### config.mk
export PLATFORM = sky130hd
export DESIGN_NAME = char_render
export DESIGN_NICKNAME = d
export VERILOG_FILES = /design/src/verilog/tile_pkg.sv /design/src/verilog/char_render.sv
export SDC_FILE = /design/constraint.sdc
export NUM_CORES = 1
export LEC_CHECK = 0
export BUFFER_PORTS_ARGS = -buffer_cell sky130_fd_sc_hd__buf_4
export CAP_MARGIN = 20
export CORE_AREA = 3 3 66 68
export DETAILED_ROUTE_END_ITERATION = 7
export DIE_AREA = 0 0 69 71
export PLACE_DENSITY_LB_ADDON = 0.3
export SLEW_MARGIN = 40
export SYNTH_ARGS = -nofsm -noshare
export SYNTH_HDL_FRONTEND = slang
export SYNTH_SLANG_ARGS = --single-unit
### constraint.sdc
create_clock -name clk -period 1.2 [get_ports clk]
set_input_delay 0.18 -clock clk [delete_from_list [all_inputs] [get_ports clk]]
set_output_delay 0.18 -clock clk [all_outputs]
set_load 0.005 [all_outputs]
### src/verilog/tile_pkg.sv
//////////////////////////////////////////////////////////////////////
// tile layer field widths, tilemap entry union,
// graphics rom geometry, pixel width and render lag
//////////////////////////////////////////////////////////////////////
package tile_pkg;

    localparam int entry_w = 16;      // one tilemap word
    localparam int code_w  = 8;       // character code
    localparam int attr_w  = 4;       // attribute, palette and priority
    localparam int plane_n = 3;       // bitplanes per pixel

    // rom address is code then row inside the tile
    localparam int gfx_addr_w = 11;
    localparam int gfx_dw     = 24;   // three 8-bit planes side by side

    localparam int pxl_w = attr_w + plane_n;  // 7

    // pixel enables from counter value to pixel on screen
    localparam int render_lag = 13;

    // decoded view of a tilemap word
    typedef struct packed {
        logic [entry_w-attr_w-code_w-1:0] spare;  // unused high bits
        logic [attr_w-1:0]                attr;
        logic [code_w-1:0]                code;
    } tile_fields_t;

    // bus and ram see raw, renderer looks at fields
    typedef union packed {
        logic [entry_w-1:0] raw;
        tile_fields_t       fields;
    } tile_entry_t;

endpackage

### src/verilog/char_render.sv
//////////////////////////////////////////////////////////////////////
// character renderer, tile fetch, rom address,
// bitplane shifters and attribute delay
//////////////////////////////////////////////////////////////////////
`timescale 1ns/1ns

module char_render (
    input  logic                            clk,
    input  logic                            rst,
    input  logic                            pxl_cen,
    input  logic [8:0]                      hdump,
    input  logic [8:0]                      vdump,
    // tilemap scan data, one clock after the address
    input  tile_pkg::tile_entry_t           scan_entry,
    // graphics rom
    output logic [tile_pkg::gfx_addr_w-1:0] gfx_addr,
    input  logic [tile_pkg::gfx_dw-1:0]     gfx_data,
    output logic [tile_pkg::pxl_w-1:0]      pxl      // attr then colour
);

    import tile_pkg::*;

    localparam int pw = gfx_dw / plane_n;  // 8 bits per plane

    logic [code_w-1:0] code;
    logic [attr_w-1:0] attr0;  // attribute of the tile being fetched
    logic [attr_w-1:0] attr;   // attribute of the tile being drawn
    logic [pw-1:0]     pl0;
    logic [pw-1:0]     pl1;
    logic [pw-1:0]     pl2;
    logic              ld;

    // middle of the tile, map entry for this column is ready
    assign ld = pxl_cen && hdump[2:0] == 3'd4;

    // row within the tile comes straight from vdump
    assign gfx_addr = {code, vdump[2:0]};

    // msb of each plane is the leftmost pixel
    assign pxl = {attr, pl2[pw-1], pl1[pw-1], pl0[pw-1]};

    always_ff @(posedge clk or posedge rst) begin
        if (rst) begin
            code  <= '0;
            attr0 <= '0;
            attr  <= '0;
            pl0   <= '0;
            pl1   <= '0;
            pl2   <= '0;
        end else if (pxl_cen) begin
            if (ld) begin
                // rom data belongs to the code latched one tile ago
                pl2   <= gfx_data[3*pw-1:2*pw];
                pl1   <= gfx_data[2*pw-1:pw];
                pl0   <= gfx_data[pw-1:0];
                code  <= scan_entry.fields.code;  // next tile
                attr0 <= scan_entry.fields.attr;
                attr  <= attr0;                   // one tile late, matches planes
            end else begin
                pl2 <= pl2 << 1;
                pl1 <= pl1 << 1;
                pl0 <= pl0 << 1;
            end
        end
    end

    // planes only take new data at the tile edge, otherwise hold or shift
    a_plane_load: assert property (@(posedge clk) disable iff (rst)
        ({pl2, pl1, pl0} != $past({pl2, pl1, pl0}) &&
         {pl2, pl1, pl0} != $past({pl2 << 1, pl1 << 1, pl0 << 1}))
        |-> $past(pxl_cen && hdump[2:0] == 3'd4));

endmodule

==> metrics.txt, run 1 <==
period utilization=93.1%; drt pass-1 iters=4; max cap viols=0; Data arrival, critical path=1.26 ns; RSZ-0062 raised after global routing=false; DR vias/cell=4.80; gpl congestion=0.793; post-synth top area share=55.9%; largest net degree at the start of global routing=46; post-synth top area cell=dfrtp_1; Pwr per Cell Area=1370 nW/um2; Yosys reg bits=40; CORE AREA=3910 um2; global-route wire length before repair=5600 um; WL/cell=12.9 um; post-DP HPWL=2370 um; clock skew=0.00169 ns; register area share after synthesis=55.9%; worst skew pair latency=0.28 ns; placed cell area=2200 um2; die width=69 um; final count of negative-setup-slack endpoints=0; starting density of the core=45.8%; Hold Path Class=in2reg; cell area after layout=2280 um2; DR iter-0 viols=37; CP Max Fanout=18; n_diodes=0; antenna viol nets, final=0; Net count, final=262; Slew Viols, Final=0; H-tree depth=2; Post-Synthesis Cells=146; clock buffer depth=2; fraction of layout cells with a size suffix above 1=34.7%; synth unique cells=13; CTS root buf=clkbuf_8; initial antenna violation count=0; Total GRT Usage=14.2%; num ports=79; number of global-route vias before repair=1265; Slew @ Worst Pin=0.402 ns; static leakage=0.00103 uW; Area contributors post-synth=dfrtp_1 (56%), mux2i_1 (12%), mux2_1 (10%); clock-pin slew on the worst setup and hold paths=0.07 ns; Crit. End Element=flip-flop; Die Y=71 um; die area=4900 um2; Slew HR=73.2%; synth warn=0; Final min period=1.12 ns; TritonCTS clock tree=done; final hold viol count=0; fmax=895 MHz; FP Rows=23; remaining global-route overflow=0; Area Growth Syn to Fin=27.3%; port bufs=56; Synth Net Count=207; status=finished, final reports clean; Crit Path Category=in2reg; Avg Cell Area, Syn=12.3 um2; DR vias=1195; largest vdd supply drop=0.733 mV; final total power=3130 uW; fillers=363; total CTS buffers=5; CTS sink cnt=40; Setup crit start kind=primary input; Critical Path RT=1.34 ns; mapped cell area=1790 um2; remaining routing DRC violations=0; final WL=3200 um
layout make-up:
cell class / instances / area (um2) / area share (%)
Multi-Input combinational cell: 86 / 626 / 27.4
Timing Repair Buffer: 64 / 508 / 22.3
Tap cell: 50 / 62.6 / 2.74
Clock buffer: 5 / 68.8 / 3.02
Sequential cell: 40 / 1000 / 43.9
Inverter: 4 / 15.0 / 0.658
placed cells by master, fill, tap and decap left out, drive strengths merged:
cell type,n
clkbuf,5
dfrtp,40
nor4bb,1
buf,63
nor2,21
dlygate4sd3,1
mux2,16
o21ai,3
mux2i,21
clkinv,1
nand2,3
inv,3
a21oi,21
report_power, final:
part	switching, uW	internal [uW]	total, uW
Clock	388	374	762
Sequential	125	1590	1720
Combinational	243	405	648
synth_stat cells:
cell type,count
mux2i_1,21
inv_1,4
mux2_1,16
clkbuf_1,4
nor2_1,21
o21ai_1,3
dfrtp_1,40
buf_6,2
buf_4,7
buf_12,3
nor4bb_4,1
nand2_1,3
a21oi_1,21
cells by family after synthesis:
| kind of cell | share of synthesized area (%) |
|---|---|
| buf+inv | 9.22 |
| mux | 21.8 |
| flops | 55.9 |
| compound gates | 6.70 |
| simple gates | 6.42 |
registers in the layout, indices dropped and copies added, names as in the netlist:
register / flops
code: 8
pl0: 8
pl1: 8
pl2: 8
attr0: 4
attr: 4
critical path, stage by stage:
cell and delay, ns:
buf_4 0.12, nor4bb_4 0.29, buf_4 0.19, buf_12 0.17, mux2i_1 0.22, a21oi_1 0.09
through the flow:
step | instances | utilization, % | worst slack, ns | setup TNS (ns) | hold WS [ns]
floorplan | 146 | - | -0.0129 | -0.129 | 0.302
global placement | 243 | 56.3 | -0.178 | -5.26 | 0.230
detailed placement | 243 | 56.3 | -0.227 | -6.20 | 0.240
CTS | 249 | 58.3 | 0.0689 | 0 | 0.106
global route | 249 | 58.3 | 0.00682 | 0 | 0.105
finish | 249 | 58.3 | 0.0829 | 0 | 0.114
path summary, 6_finish.rpt:
check / from / end / slack (ns) / cells after the start
min in group asynchronous: rst / pl1[1]$_DFFE_PP0P_ / 0.50 / 4
max reg2reg: attr0[2]$_DFFE_PP0P_ / attr[2]$_DFFE_PP0P_ / 0.41 / 1
max: hdump[1] / pl2[4]$_DFFE_PP0P_ / 0.08 / 6
max in group asynchronous: rst / pl2[2]$_DFFE_PP0P_ / 0.52 / 4
min: gfx_data[8] / pl1[0]$_DFFE_PP0P_ / 0.11 / 3
min reg2reg: attr0[0]$_DFFE_PP0P_ / attr0[0]$_DFFE_PP0P_ / 0.49 / 1
what timing repair did:
item,in CTS,in global routing
hold endpoints to repair,40,0
hold buffers,1,0
resized for setup,0,0
buffers inserted,0,0
setup endpoints to repair,0,0
routing by layer:
| layer | share of wire, % | vias up | GRT usage [%] |
|---|---|---|---|
| li1 | - | 599 | - |
| met4 | 1.0 | 0 | 4.56 |
| met5 | 0 | - | 0 |
| met1 | 41 | 559 | 15.5 |
| met2 | 53 | 33 | 26.2 |
| met3 | 5.2 | 4 | 4.55 |
Power figures use the tool's default switching activity.
==> run 2: changes to the inputs <==
--- a/config.mk
+++ b/config.mk
@@ -10,6 +10,7 @@
 export CORE_AREA = 3 3 66 68
 export DETAILED_ROUTE_END_ITERATION = 7
 export DIE_AREA = 0 0 69 71
+export MAX_ROUTING_LAYER = met4
 export PLACE_DENSITY_LB_ADDON = 0.3
 export SLEW_MARGIN = 40
 export SYNTH_ARGS = -nofsm -noshare
==> metrics.txt, run 2 (same netlist as run 1, synthesis figures left out) <==
worst skew pair latency=0.28 ns; antenna viol nets, final=0; remaining global-route overflow=0; commonest non-fill, non-tap cell in the layout=buf_4; final WL=3200 um; drt pass-1 iters=4; Slew @ Worst Pin=0.402 ns; clock skew=0.00169 ns; reg2reg start=attr0[2]$_DFFE_PP0P_; Pwr per Cell Area=1370 nW/um2; FP Rows=23; Final min period=1.12 ns; Slew Viols, Final=0; Net count, final=262; Crit. End Element=flip-flop; flop2flop setup slack=0.41 ns; Setup crit end=pl2[4]$_DFFE_PP0P_; DR iter-0 viols=37; RSZ-0062 raised after global routing=false; H-tree depth=2; TritonCTS clock tree=done; Slew HR=73.2%; Worst R2R Path Depth=1; status=finished, final reports clean; DR vias=1195; CORE AREA=3910 um2; largest vdd supply drop=0.733 mV; num ports=79; fmax=895 MHz; setup_tns=0 ns; clock buffer depth=2; CTS root buf=clkbuf_8; HP Start=gfx_data[8]; initial antenna violation count=0; die area=4900 um2; remaining routing DRC violations=0; largest net degree at the start of global routing=46; Hold Path Class=in2reg; total CTS buffers=5; Data arrival, critical path=1.26 ns; final hold viol count=0; fraction of layout cells with a size suffix above 1=34.7%; global-route wire length before repair=5610 um; die width=69 um; max cap viols=0; static leakage=0.00103 uW; DR vias/cell=4.80; final count of negative-setup-slack endpoints=0; period utilization=93.1%; Die Y=71 um; placed cell area=2200 um2; CP max stage cell=nor4bb_4; WL/cell=12.9 um; number of global-route vias before repair=1264; slowest stage delay, CP=0.29 ns; n_diodes=0; Critical Path RT=1.34 ns; crit-path most repeated cell=buf_4; Area Growth Syn to Fin=27.3%; most frequent cells in the layout=buf_4 (61), dfrtp_1 (40), mux2i_1 (21), nor2_1 (21), a21oi_1 (21); worst-path cell chain=buf_4 > nor4bb_4 > buf_4 > buf_12 > mux2i_1 > a21oi_1; port bufs=56; Setup crit start kind=primary input; cell area after layout=2280 um2; gpl congestion=0.804; CTS sink cnt=40; FF-to-FF End=attr[2]$_DFFE_PP0P_; CP Max Fanout=18; post-layout util=58.3%; starting density of the core=45.8%; placed cells=243; post-DP HPWL=2370 um; Crit Path Category=in2reg; clock-pin slew on the worst setup and hold paths=0.07 ns; Total GRT Usage=14.7%; Finished Layout Cells=249; Crit. Startpoint=hdump[1]; fillers=363
[run 2: cell counts in the layout (fill, tap and decap cells not counted)]
Identical to the previous run, type by type.
[run 2: how the worst min path moves through the flow]
| stage | to | slack (ns) | depth (start not counted) |
|---|---|---|---|
| final | pl1[0]$_DFFE_PP0P_ | 0.11 | 3 |
| after global routing | code[3]$_DFFE_PP0P_ | 0.10 | 2 |
| after CTS | pl1[0]$_DFFE_PP0P_ | 0.11 | 3 |
| after detailed placement | attr[3]$_DFFE_PP0P_ | 0.24 | 3 |
| after global placement | code[0]$_DFFE_PP0P_ | 0.23 | 3 |
| after floorplan | pl0[0]$_DFFE_PP0P_ | 0.30 | 2 |
[run 2: power breakdown]
part | switching (uW) | total, uW | leakage, uW | internal [uW]
registers | 125 | 1720 | 0.000464 | 1590
logic | 243 | 648 | 0.000526 | 405
clock network | 388 | 762 | 0.0000359 | 374
[run 2: worst max-delay path: cells and delay by family]
family / cells / cell delay (ns)
muxes: 1 / 0.22
buffers and inverters: 3 / 0.48
and+or+nand+nor: 1 / 0.29
AOI/OAI and AO/OA: 1 / 0.09
[run 2: final cells by class]
class | instances | area [um2] | share of cell area (%)
multi-input combinational | 86 | 626 | 27.4
clock buffer | 5 | 68.8 | 3.02
tap | 50 | 62.6 | 2.74
inverter | 4 | 15.0 | 0.658
timing repair buffer | 64 | 508 | 22.3
sequential | 40 | 1000 | 43.9
[run 2: what timing repair did]
item / 4_1_cts / 5_1_grt
endpoints found under the setup margin: 0 / 0
setup buffers: 0 / 0
hold buffers: 1 / 0
resized for setup: 0 / 0
endpoints found under the hold margin: 40 / 0
[run 2: routing by layer]
metal / share of wire [%] / up-vias / track usage, %
li1: - / 599 / -
met5: 0 / - / -
met4: 1.0 / 0 / 4.56
met2: 53 / 33 / 26.2
met3: 4.8 / 4 / 4.26
met1: 41 / 559 / 15.7
[run 2: through the flow]
step | worst slack, ns | power [uW] | hold slack, ns
detailed placement | -0.227 | 2410 | 0.240
floorplan | -0.0129 | 2050 | 0.302
CTS | 0.0689 | 3190 | 0.106
global route | 0.00867 | 3330 | 0.105
finish | 0.0829 | 3130 | 0.114
global placement | -0.178 | 2360 | 0.230
