--- src/verilog/video_timing.sv ---
//////////////////////////////////////////////////////////////////////
// pixel enable divider plus horizontal and vertical
// dump counters for the tile layer
//////////////////////////////////////////////////////////////////////
`timescale 1ns/1ns

module video_timing #(
    parameter int cen_div = 2,    // clocks per pixel
    parameter int h_total = 320,
    parameter int v_total = 40
) (
    input  logic       clk,
    input  logic       rst,
    output logic       pxl_cen,   // one clock high every cen_div
    output logic [8:0] hdump,
    output logic [8:0] vdump
);

    localparam int div_w = (cen_div > 1) ? $clog2(cen_div) : 1;

    logic [div_w-1:0] div_cnt;
    logic             h_wrap;

    assign h_wrap = hdump == 9'(h_total - 1);

    // divider, pxl_cen registered so it is 0 out of reset
    always_ff @(posedge clk or posedge rst) begin
        if (rst) begin
            div_cnt <= '0;
            pxl_cen <= 1'b0;
        end else if (div_cnt == div_w'(cen_div - 1)) begin
            div_cnt <= '0;
            pxl_cen <= 1'b1;
        end else begin
            div_cnt <= div_cnt + 1'b1;
            pxl_cen <= 1'b0;
        end
    end

    always_ff @(posedge clk or posedge rst) begin
        if (rst) begin
            hdump <= '0;
            vdump <= '0;
        end else if (pxl_cen) begin
            hdump <= h_wrap ? 9'd0 : hdump + 9'd1;
            if (h_wrap) // next line
                vdump <= (vdump == 9'(v_total - 1)) ? 9'd0 : vdump + 9'd1;
        end
    end

    a_hdump_range: assert property (@(posedge clk) disable iff (rst)
        hdump < 9'(h_total));

endmodule
--- config.mk ---
export PLATFORM = sky130hd
export DESIGN_NAME = video_timing
export DESIGN_NICKNAME = d
export VERILOG_FILES = /design/src/verilog/video_timing.sv
export SDC_FILE = /design/constraint.sdc
export NUM_CORES = 1
export LEC_CHECK = 0
export BUFFER_PORTS_ARGS = -buffer_cell sky130_fd_sc_hd__buf_2
export CAP_MARGIN = 10
export CORE_MARGIN = 3
export CORE_UTILIZATION = 50
export CTS_CLUSTER_SIZE = 16
export DETAILED_ROUTE_END_ITERATION = 16
export PLACE_DENSITY = 0.74
export SETUP_SLACK_MARGIN = 0.3
export SYNTH_ARGS = -nofsm -noshare
export SYNTH_HDL_FRONTEND = slang
export SYNTH_SLANG_ARGS = --single-unit
--- constraint.sdc ---
create_clock -name clk -period 2.13 [get_ports clk]
set_input_delay 0.1065 -clock clk [delete_from_list [all_inputs] [get_ports clk]]
set_output_delay 0.1065 -clock clk [all_outputs]
set_load 0.005 [all_outputs]
==> results of run 1 <==
==> power groups by stage <==
stage               clock network (mW)  logic, mW  registers, mW
floorplan                            0    0.00569          0.387
global placement                     0    0.00840          0.387
detailed placement                   0    0.00843          0.387
CTS                              0.229    0.00982          0.380
global route                     0.247     0.0108          0.380
finish                           0.225    0.00916          0.380
==> sequential cells by signal, indices dropped and copies added, names as in the netlist <==
signal   count
hdump        9
vdump        9
div_cnt      1
pxl_cen      1
==> synthesized netlist by cell type (2+ instances only) <==
master   instances
a32o_1           2
dfrtp_1         20
ha_1             2
inv_1            4
mux2_1           2
nand2_1          8
nand3_1          4
nand4_1          7
nor2_1           8
nor2b_1          3
nor3_1           3
o21ai_0          7
xnor2_1          7
==> final cells by class <==
| type | instances | area, um^2 |
|---|---|---|
| fillers | 149 | 578 |
| flip-flops and latches | 20 | 502 |
| multi-input cells | 64 | 454 |
| repair buffers | 26 | 148 |
| clock buffers | 4 | 36.3 |
| well taps | 25 | 31.3 |
| inverters | 4 | 15.0 |
==> layer usage <==
layer,share of wire,global-route usage,routed length (um)
met3,0.046,0.0363,84
met2,0.44,0.238,817
met5,0,0,0
met1,0.49,0.232,904
met4,0.017,0.0553,32
==> cell usage in the layout, fill, tap and decap left out <==
cell           instances
nand3_1                4
mux2_1                 2
nand2_2                1
clkbuf_4               3
o31ai_1                1
ha_1                   1
buf_2                 20
dlygate4sd3_1          1
and4_1                 1
nor4b_1                1
o21ai_0                7
nor4_2                 1
buf_4                  5
nand4_1                7
a22o_1                 1
mux2_2                 1
clkbuf_8               1
a41oi_1                1
nor4b_4                1
nor3_1                 3
dfrtp_1               19
a32o_1                 2
nand2_1                7
xnor2_1                7
nor2_1                 8
inv_1                  4
ha_2                   1
xor2_1                 1
or4_1                  1
nand4_4                1
dfrtp_2                1
nor2b_1                3
==> path summary, 6_finish.rpt <==
kind                           from  endpoint  slack (ns)  depth (start not counted)
setup / recovery           hdump[0]  vdump[8]        0.42                          5
hold / removal              div_cnt   pxl_cen        0.40                          0
setup reg to reg           hdump[0]  vdump[8]        0.42                          5
hold reg to reg             div_cnt   pxl_cen        0.40                          0
max in group asynchronous       rst  hdump[0]        1.17                          3
min in group asynchronous       rst   pxl_cen        0.45                          3
==> timing repair <==
| action | 4_1_cts | 5_1_grt |
|---|---|---|
| endpoints found under the hold margin | 20 | 0 |
| setup endpoints to repair | 0 | 8 |
| setup buffers | 0 | 3 |
| hold buffers | 1 | 0 |
| resized for setup | 0 | 4 |
==> stage by stage <==
| stage | area, um^2 | setup slack [ns] | hold slack, ns |
|---|---|---|---|
| final | 1190 | 0.416 | 0.398 |
| after global routing | 1190 | 0.303 | 0.421 |
| after CTS | 1150 | 0.350 | 0.402 |
| after detailed placement | 1100 | 0.356 | 0.267 |
| after global placement | 1100 | 0.401 | 0.265 |
| after floorplan | 963 | 0.489 | 0.0703 |
==> cell families after synthesis <==
family	synth area share
AND/OR/NAND/NOR	0.243
flip-flops	0.519
AO/OA/AOI/OAI	0.0831
XOR/XNOR	0.0727
buffers and inverters	0.0208
multiplexers	0.0351
adder cells (fa/ha/maj)	0.0260
==> flow_summary_export.csv, run 1 <==
group,metric,value,unit
power,comb_power_share,0.015,
power,p_leak,0.554,nW
critical_path,critPathLaunchType,"flip-flop",
critical_path,cp_max_fo,5,
timing,setup_viol,0,
power,power_density,517,nW/um^2
timing,finClkSkew,0.00454,ns
power,finalPower,0.613,mW
flow_run,cap_violations,0,
synth,ys_ff_latch,20,
synth,synth_area,963,um^2
critical_path,path_buf_inv,0,
critical_path,critPathMaxStageDelay,0.42,ns
floorplanning,core,1760,um^2
timing,final_max_slew_viol_count,0,
floorplanning,die_w,49.9,um
power,power.internal,0.486,mW
critical_path,crit_slowest_cell,"dfrtp_2",
critical_path,endpoint_kind,"flip-flop",
floorplanning,num_io_pins,21,
place,hpwlAfterDp,1340,um
power,vdd_drop_max,0.000351,V
timing,worstMarginPinSlew,0.731,ns
layout,post-route-util,0.672,
routing,dr.pass1.iters,4,
routing,route.detailed.drc,0,
critical_path,arrival,1.92,ns
layout,antenna_cells,0,
clock_tree,numCtsBuffers,3,
synth,post_synth.cell_area_avg,10.8,um^2
global_routing,grt_pass1_wl,3080,um
timing,hold_violations,0,
synth,synth-async-reset-ratio,1.00,
floorplanning,initial_utilization,0.546,
place,post-place-cells,135,
min_path,hold_class,"reg2reg",
routing,drt_iter0_drc,10,
power,power_switching_share,0.208,
timing,clock.fmax,584,MHz
clock_tree,cts_tree,"done",
routing,drt_wl_total,1840,um
timing,period_share,0.804,
critical_path,cp_top_family,"simple AND/OR/NAND/NOR gates",
timing,min_period,1.71,ns
clock_tree,clock_latency,0.30,ns
power,p_sw,0.128,mW
timing,maxSlewHeadroom,0.512,
synth,ys_warn_count,0,
critical_path,crit_type,"reg2reg",
global_routing,grt.overflow.total,0,
status,status,"finished clean",
layout,drive_gt1_frac,0.305,
place,gp_congestion,0.827,
global_routing,antenna_found_initial,0,
global_routing,grt_pass1_vias,666,
routing,via_per_inst,5.31,
synth,synth_area_leaders,"dfrtp_1 (52%), xnor2_1 (6.4%), nand4_1 (4.5%)",
global_routing,grt_usage,0.162,
power,clkPwrFrac,0.366,
layout,instances_no_fill,143,
synth,synth_ff_type,"dfrtp_1",
timing,rsz0062_at_grt,"false",
layout,finalNetCount,123,
clock_tree,cts_max_path_buffers,2,
synth,synth_seq_area_share,0.519,
floorplanning,core.rowCount,15,
synth,yosysUniqueCellTypes,25,
floorplanning,dieArea,2490,um^2
floorplanning,die_h,49.9,um
synth,yosysTopAreaCell,"dfrtp_1",
critical_path,worstPathCellList,"ha_2, nand2_2, nor4b_4, nand4_1, mux2_1",
routing,drtAntennaViolNets,0,
clock_tree,clk_pin_slew_worst_paths,0.12,ns
synth,synth_top_area_share,0.519,
critical_path,cp.required,2.33,ns
place,numPortBuffers,20,
clock_tree,cts-root-buf,"clkbuf_4",
synth,synth_enable_flop_cells,0,
clock_tree,clock-sinks,20,
routing,drt-wirelength-per-cell,12.9,um
synth,synthesis.nets,93,
global_routing,grt_max_degree,21,
layout,area_growth,23.1,%
power,pwr-share-seq,0.619,
timing,setup_tns,0,ns
synth,netlist_instances,89,
routing,num_vias,760,
clock_tree,htreeDepth,1,
No activity file was read; power rests on OpenSTA's default activity.
==> inputs of run 2 (changes only) <==
--- a/config.mk
+++ b/config.mk
@@ -5,13 +5,14 @@
 export SDC_FILE = /design/constraint.sdc
 export NUM_CORES = 1
 export LEC_CHECK = 0
+export ABC_AREA = 1
 export BUFFER_PORTS_ARGS = -buffer_cell sky130_fd_sc_hd__buf_2
 export CAP_MARGIN = 10
 export CORE_MARGIN = 3
 export CORE_UTILIZATION = 50
 export CTS_CLUSTER_SIZE = 16
 export DETAILED_ROUTE_END_ITERATION = 16
-export PLACE_DENSITY = 0.74
+export PLACE_DENSITY = 0.73
 export SETUP_SLACK_MARGIN = 0.3
 export SYNTH_ARGS = -nofsm -noshare
 export SYNTH_HDL_FRONTEND = slang
==> constraint.sdc (replaced) <==
create_clock -name clk -period 1.7 [get_ports clk]
set_input_delay 0.085 -clock clk [delete_from_list [all_inputs] [get_ports clk]]
set_output_delay 0.085 -clock clk [all_outputs]
set_load 0.005 [all_outputs]
==> flow_summary_export.csv, run 2 <==
group,metric,value,unit
floorplanning,core.rowCount,16,
synth,yosysTopAreaCell,"dfrtp_1",
layout,layout_common_cells,"nand2_1 (51), dfrtp_1 (20), buf_2 (20)",
timing,min_period,1.36,ns
routing,via_per_inst,4.91,
critical_path,path_buf_inv,0,
critical_path,r2r-start,"hdump[1]",
floorplanning,core,2000,um^2
timing,hold_violations,0,
critical_path,arrival,1.61,ns
layout,layout_commonest_cell,"nand2_1",
global_routing,grt_pass1_wl,3800,um
synth,synth_seq_area_share,0.465,
synth,synth_area_leaders,"dfrtp_1 (46%), nand2_1 (18%), inv_1 (6.6%)",
critical_path,endpoint_kind,"flip-flop",
status,status,"finished clean",
floorplanning,die_h,52.4,um
routing,drtAntennaViolNets,0,
timing,period_share,0.801,
synth,post_synth.cell_area_avg,7.64,um^2
timing,worstMarginPinSlew,0.315,ns
critical_path,crit_type,"reg2reg",
synth,synth_ff_type,"dfrtp_1",
routing,drt_wl_total,2370,um
synth,yosysUniqueCellTypes,17,
layout,nFillCells,171,
synth,yosysMostFrequentCell,"nand2_1",
clock_tree,clock-sinks,20,
timing,rsz0062_at_grt,"true",
clock_tree,cts-root-buf,"clkbuf_4",
timing,clock.fmax,734,MHz
place,post-place-cells,189,
floorplanning,dieArea,2750,um^2
place,numPortBuffers,20,
routing,num_vias,981,
critical_path,worst-r2r-setup-slack,0.34,ns
routing,dr.pass1.iters,4,
layout,area_growth,25.7,%
clock_tree,clock_latency,0.30,ns
critical_path,worstPathCellList,"ha_4, nand2_2, nor2_4, nand3_4, nor2_4, nand2_1, nand2_1",
critical_path,startpoint,"hdump[1]",
synth,netlist_instances,141,
layout,instances_no_fill,200,
clock_tree,numCtsBuffers,3,
synth,synth_common_cells,"nand2_1 (52), dfrtp_1 (20), inv_1 (19)",
clock_tree,clk_pin_slew_worst_paths,0.12,ns
place,gp_congestion,0.817,
synth,ys_warn_count,0,
flow_run,cap_violations,0,
critical_path,critPathMaxStageDelay,0.43,ns
clock_tree,cts_max_path_buffers,2,
global_routing,grt_max_degree,21,
critical_path,cp.required,1.95,ns
critical_path,crit_slowest_cell,"dfrtp_1",
critical_path,cp_max_fo,5,
critical_path,critPathLaunchType,"flip-flop",
routing,drt_iter0_drc,27,
place,hpwlAfterDp,1610,um
layout,antenna_cells,0,
critical_path,r2r-end,"vdump[3]",
power,power_density,651,nW/um^2
power,p_leak,0.724,nW
power,vdd_drop_max,0.000435,V
critical_path,path_depth,7,
synth,synth_area,1080,um^2
routing,drt-wirelength-per-cell,11.9,um
layout,drive_gt1_frac,0.237,
synth,synth_enable_flop_cells,0,
timing,setup_tns,0,ns
global_routing,grt.overflow.total,0,
synth,synth-async-reset-ratio,1.00,
min_path,hold_class,"in2async",
floorplanning,die_w,52.4,um
critical_path,reg2reg_depth,7,
timing,maxSlewHeadroom,0.788,
critical_path,cp_top_family,"simple AND/OR/NAND/NOR gates",
timing,finClkSkew,0.00604,ns
layout,reg.largest.list,"hdump: 9 flops, vdump: 9 flops",
timing,final_max_slew_viol_count,0,
floorplanning,initial_utilization,0.538,
global_routing,grt_usage,0.186,
layout,finalNetCount,178,
synth,ys_ff_latch,20,
clock_tree,htreeDepth,1,
clock_tree,cts_tree,"done",
global_routing,grt_pass1_vias,866,
routing,route.detailed.drc,0,
synth,synthesis.nets,145,
synth,synth_top_area_share,0.465,
global_routing,antenna_found_initial,0,
timing,setup_viol,0,
floorplanning,num_io_pins,21,
==> run 2: cell types whose count changed after synthesis, sizes merged, moves of 3 or more <==
cell   change
xor2       +3
nor2      +11
inv       +15
nor2b      -3
nand4      -8
nand2     +45
nand3      +7
xnor2      -6
==> run 2: how the worst max path moves through the flow <==
| stage | endpoint | slack [ns] |
|---|---|---|
| after floorplan | vdump[5] | 0.50 |
| after global placement | vdump[1] | 0.39 |
| after detailed placement | vdump[3] | 0.34 |
| after CTS | vdump[3] | 0.30 |
| after global routing | vdump[0] | 0.25 |
| final | vdump[3] | 0.34 |
==> run 2: worst register-to-register path, cell delays in order (launching register included) <==
cell and delay, ns:
dfrtp_1 0.43, ha_4 0.17, nand2_2 0.07, nor2_4 0.20, nand3_4 0.14, nor2_4 0.18
nand2_1 0.07, nand2_1 0.06
==> run 2: kinds of logic (layout without fill, tap and decap cells) <==
group | count (synthesis) | after routing | share of synthesized area
compound gates | 7 | 7 | 0.0348
xor+xnor | 5 | 5 | 0.0406
fa+ha+maj | 2 | 2 | 0.0232
buf+inv | 19 | 50 | 0.0662
flops | 20 | 20 | 0.465
mux | 1 | 1 | 0.0105
simple gates | 87 | 88 | 0.360
==> run 2: final cells by class <==
type                       count  area, um^2  area share
sequential                    20         500       0.370
timing repair buffer          27         155       0.115
inverter                      19        71.3      0.0527
tap                           27        33.8      0.0250
clock inverter                 1        30.0      0.0222
clock buffer                   3        22.5      0.0166
multi-input combinational    103         541       0.399
==> run 2: through the flow <==
stage	utilization	total power [mW]	cell area, um^2	hold slack, ns	setup slack [ns]
2_1_floorplan	-	0.492	1080	0.0488	0.498
3_3_place_gp	0.609	0.497	1220	0.121	0.386
3_5_place_dp	0.609	0.498	1220	0.128	0.337
4_1_cts	0.644	0.893	1290	0.330	0.303
5_1_grt	0.676	0.912	1350	0.367	0.252
6_report	0.676	0.882	1350	0.323	0.338
==> run 2: repair_timing <==
item,CTS,global route
gates cloned,0,1
endpoints found under the hold margin,20,0
pin swaps,0,7
hold buffers,1,0
resized for setup,0,7
setup endpoints to repair,1,12
setup buffers,1,4
==> run 2: per-layer routing <==
metal	track usage	up-vias	routed length, um
met5	0	-	0
met4	0.0681	0	31
met3	0.0370	5	83
met2	0.300	20	1140
met1	0.246	456	1120
li1	-	500	-
==> run 2: report_power, final <==
part / switching, mW / internal [mW]
clock network: 0.154 / 0.238
logic: 0.00960 / 0.00400
registers: 0 / 0.476
total: 0.164 / 0.718
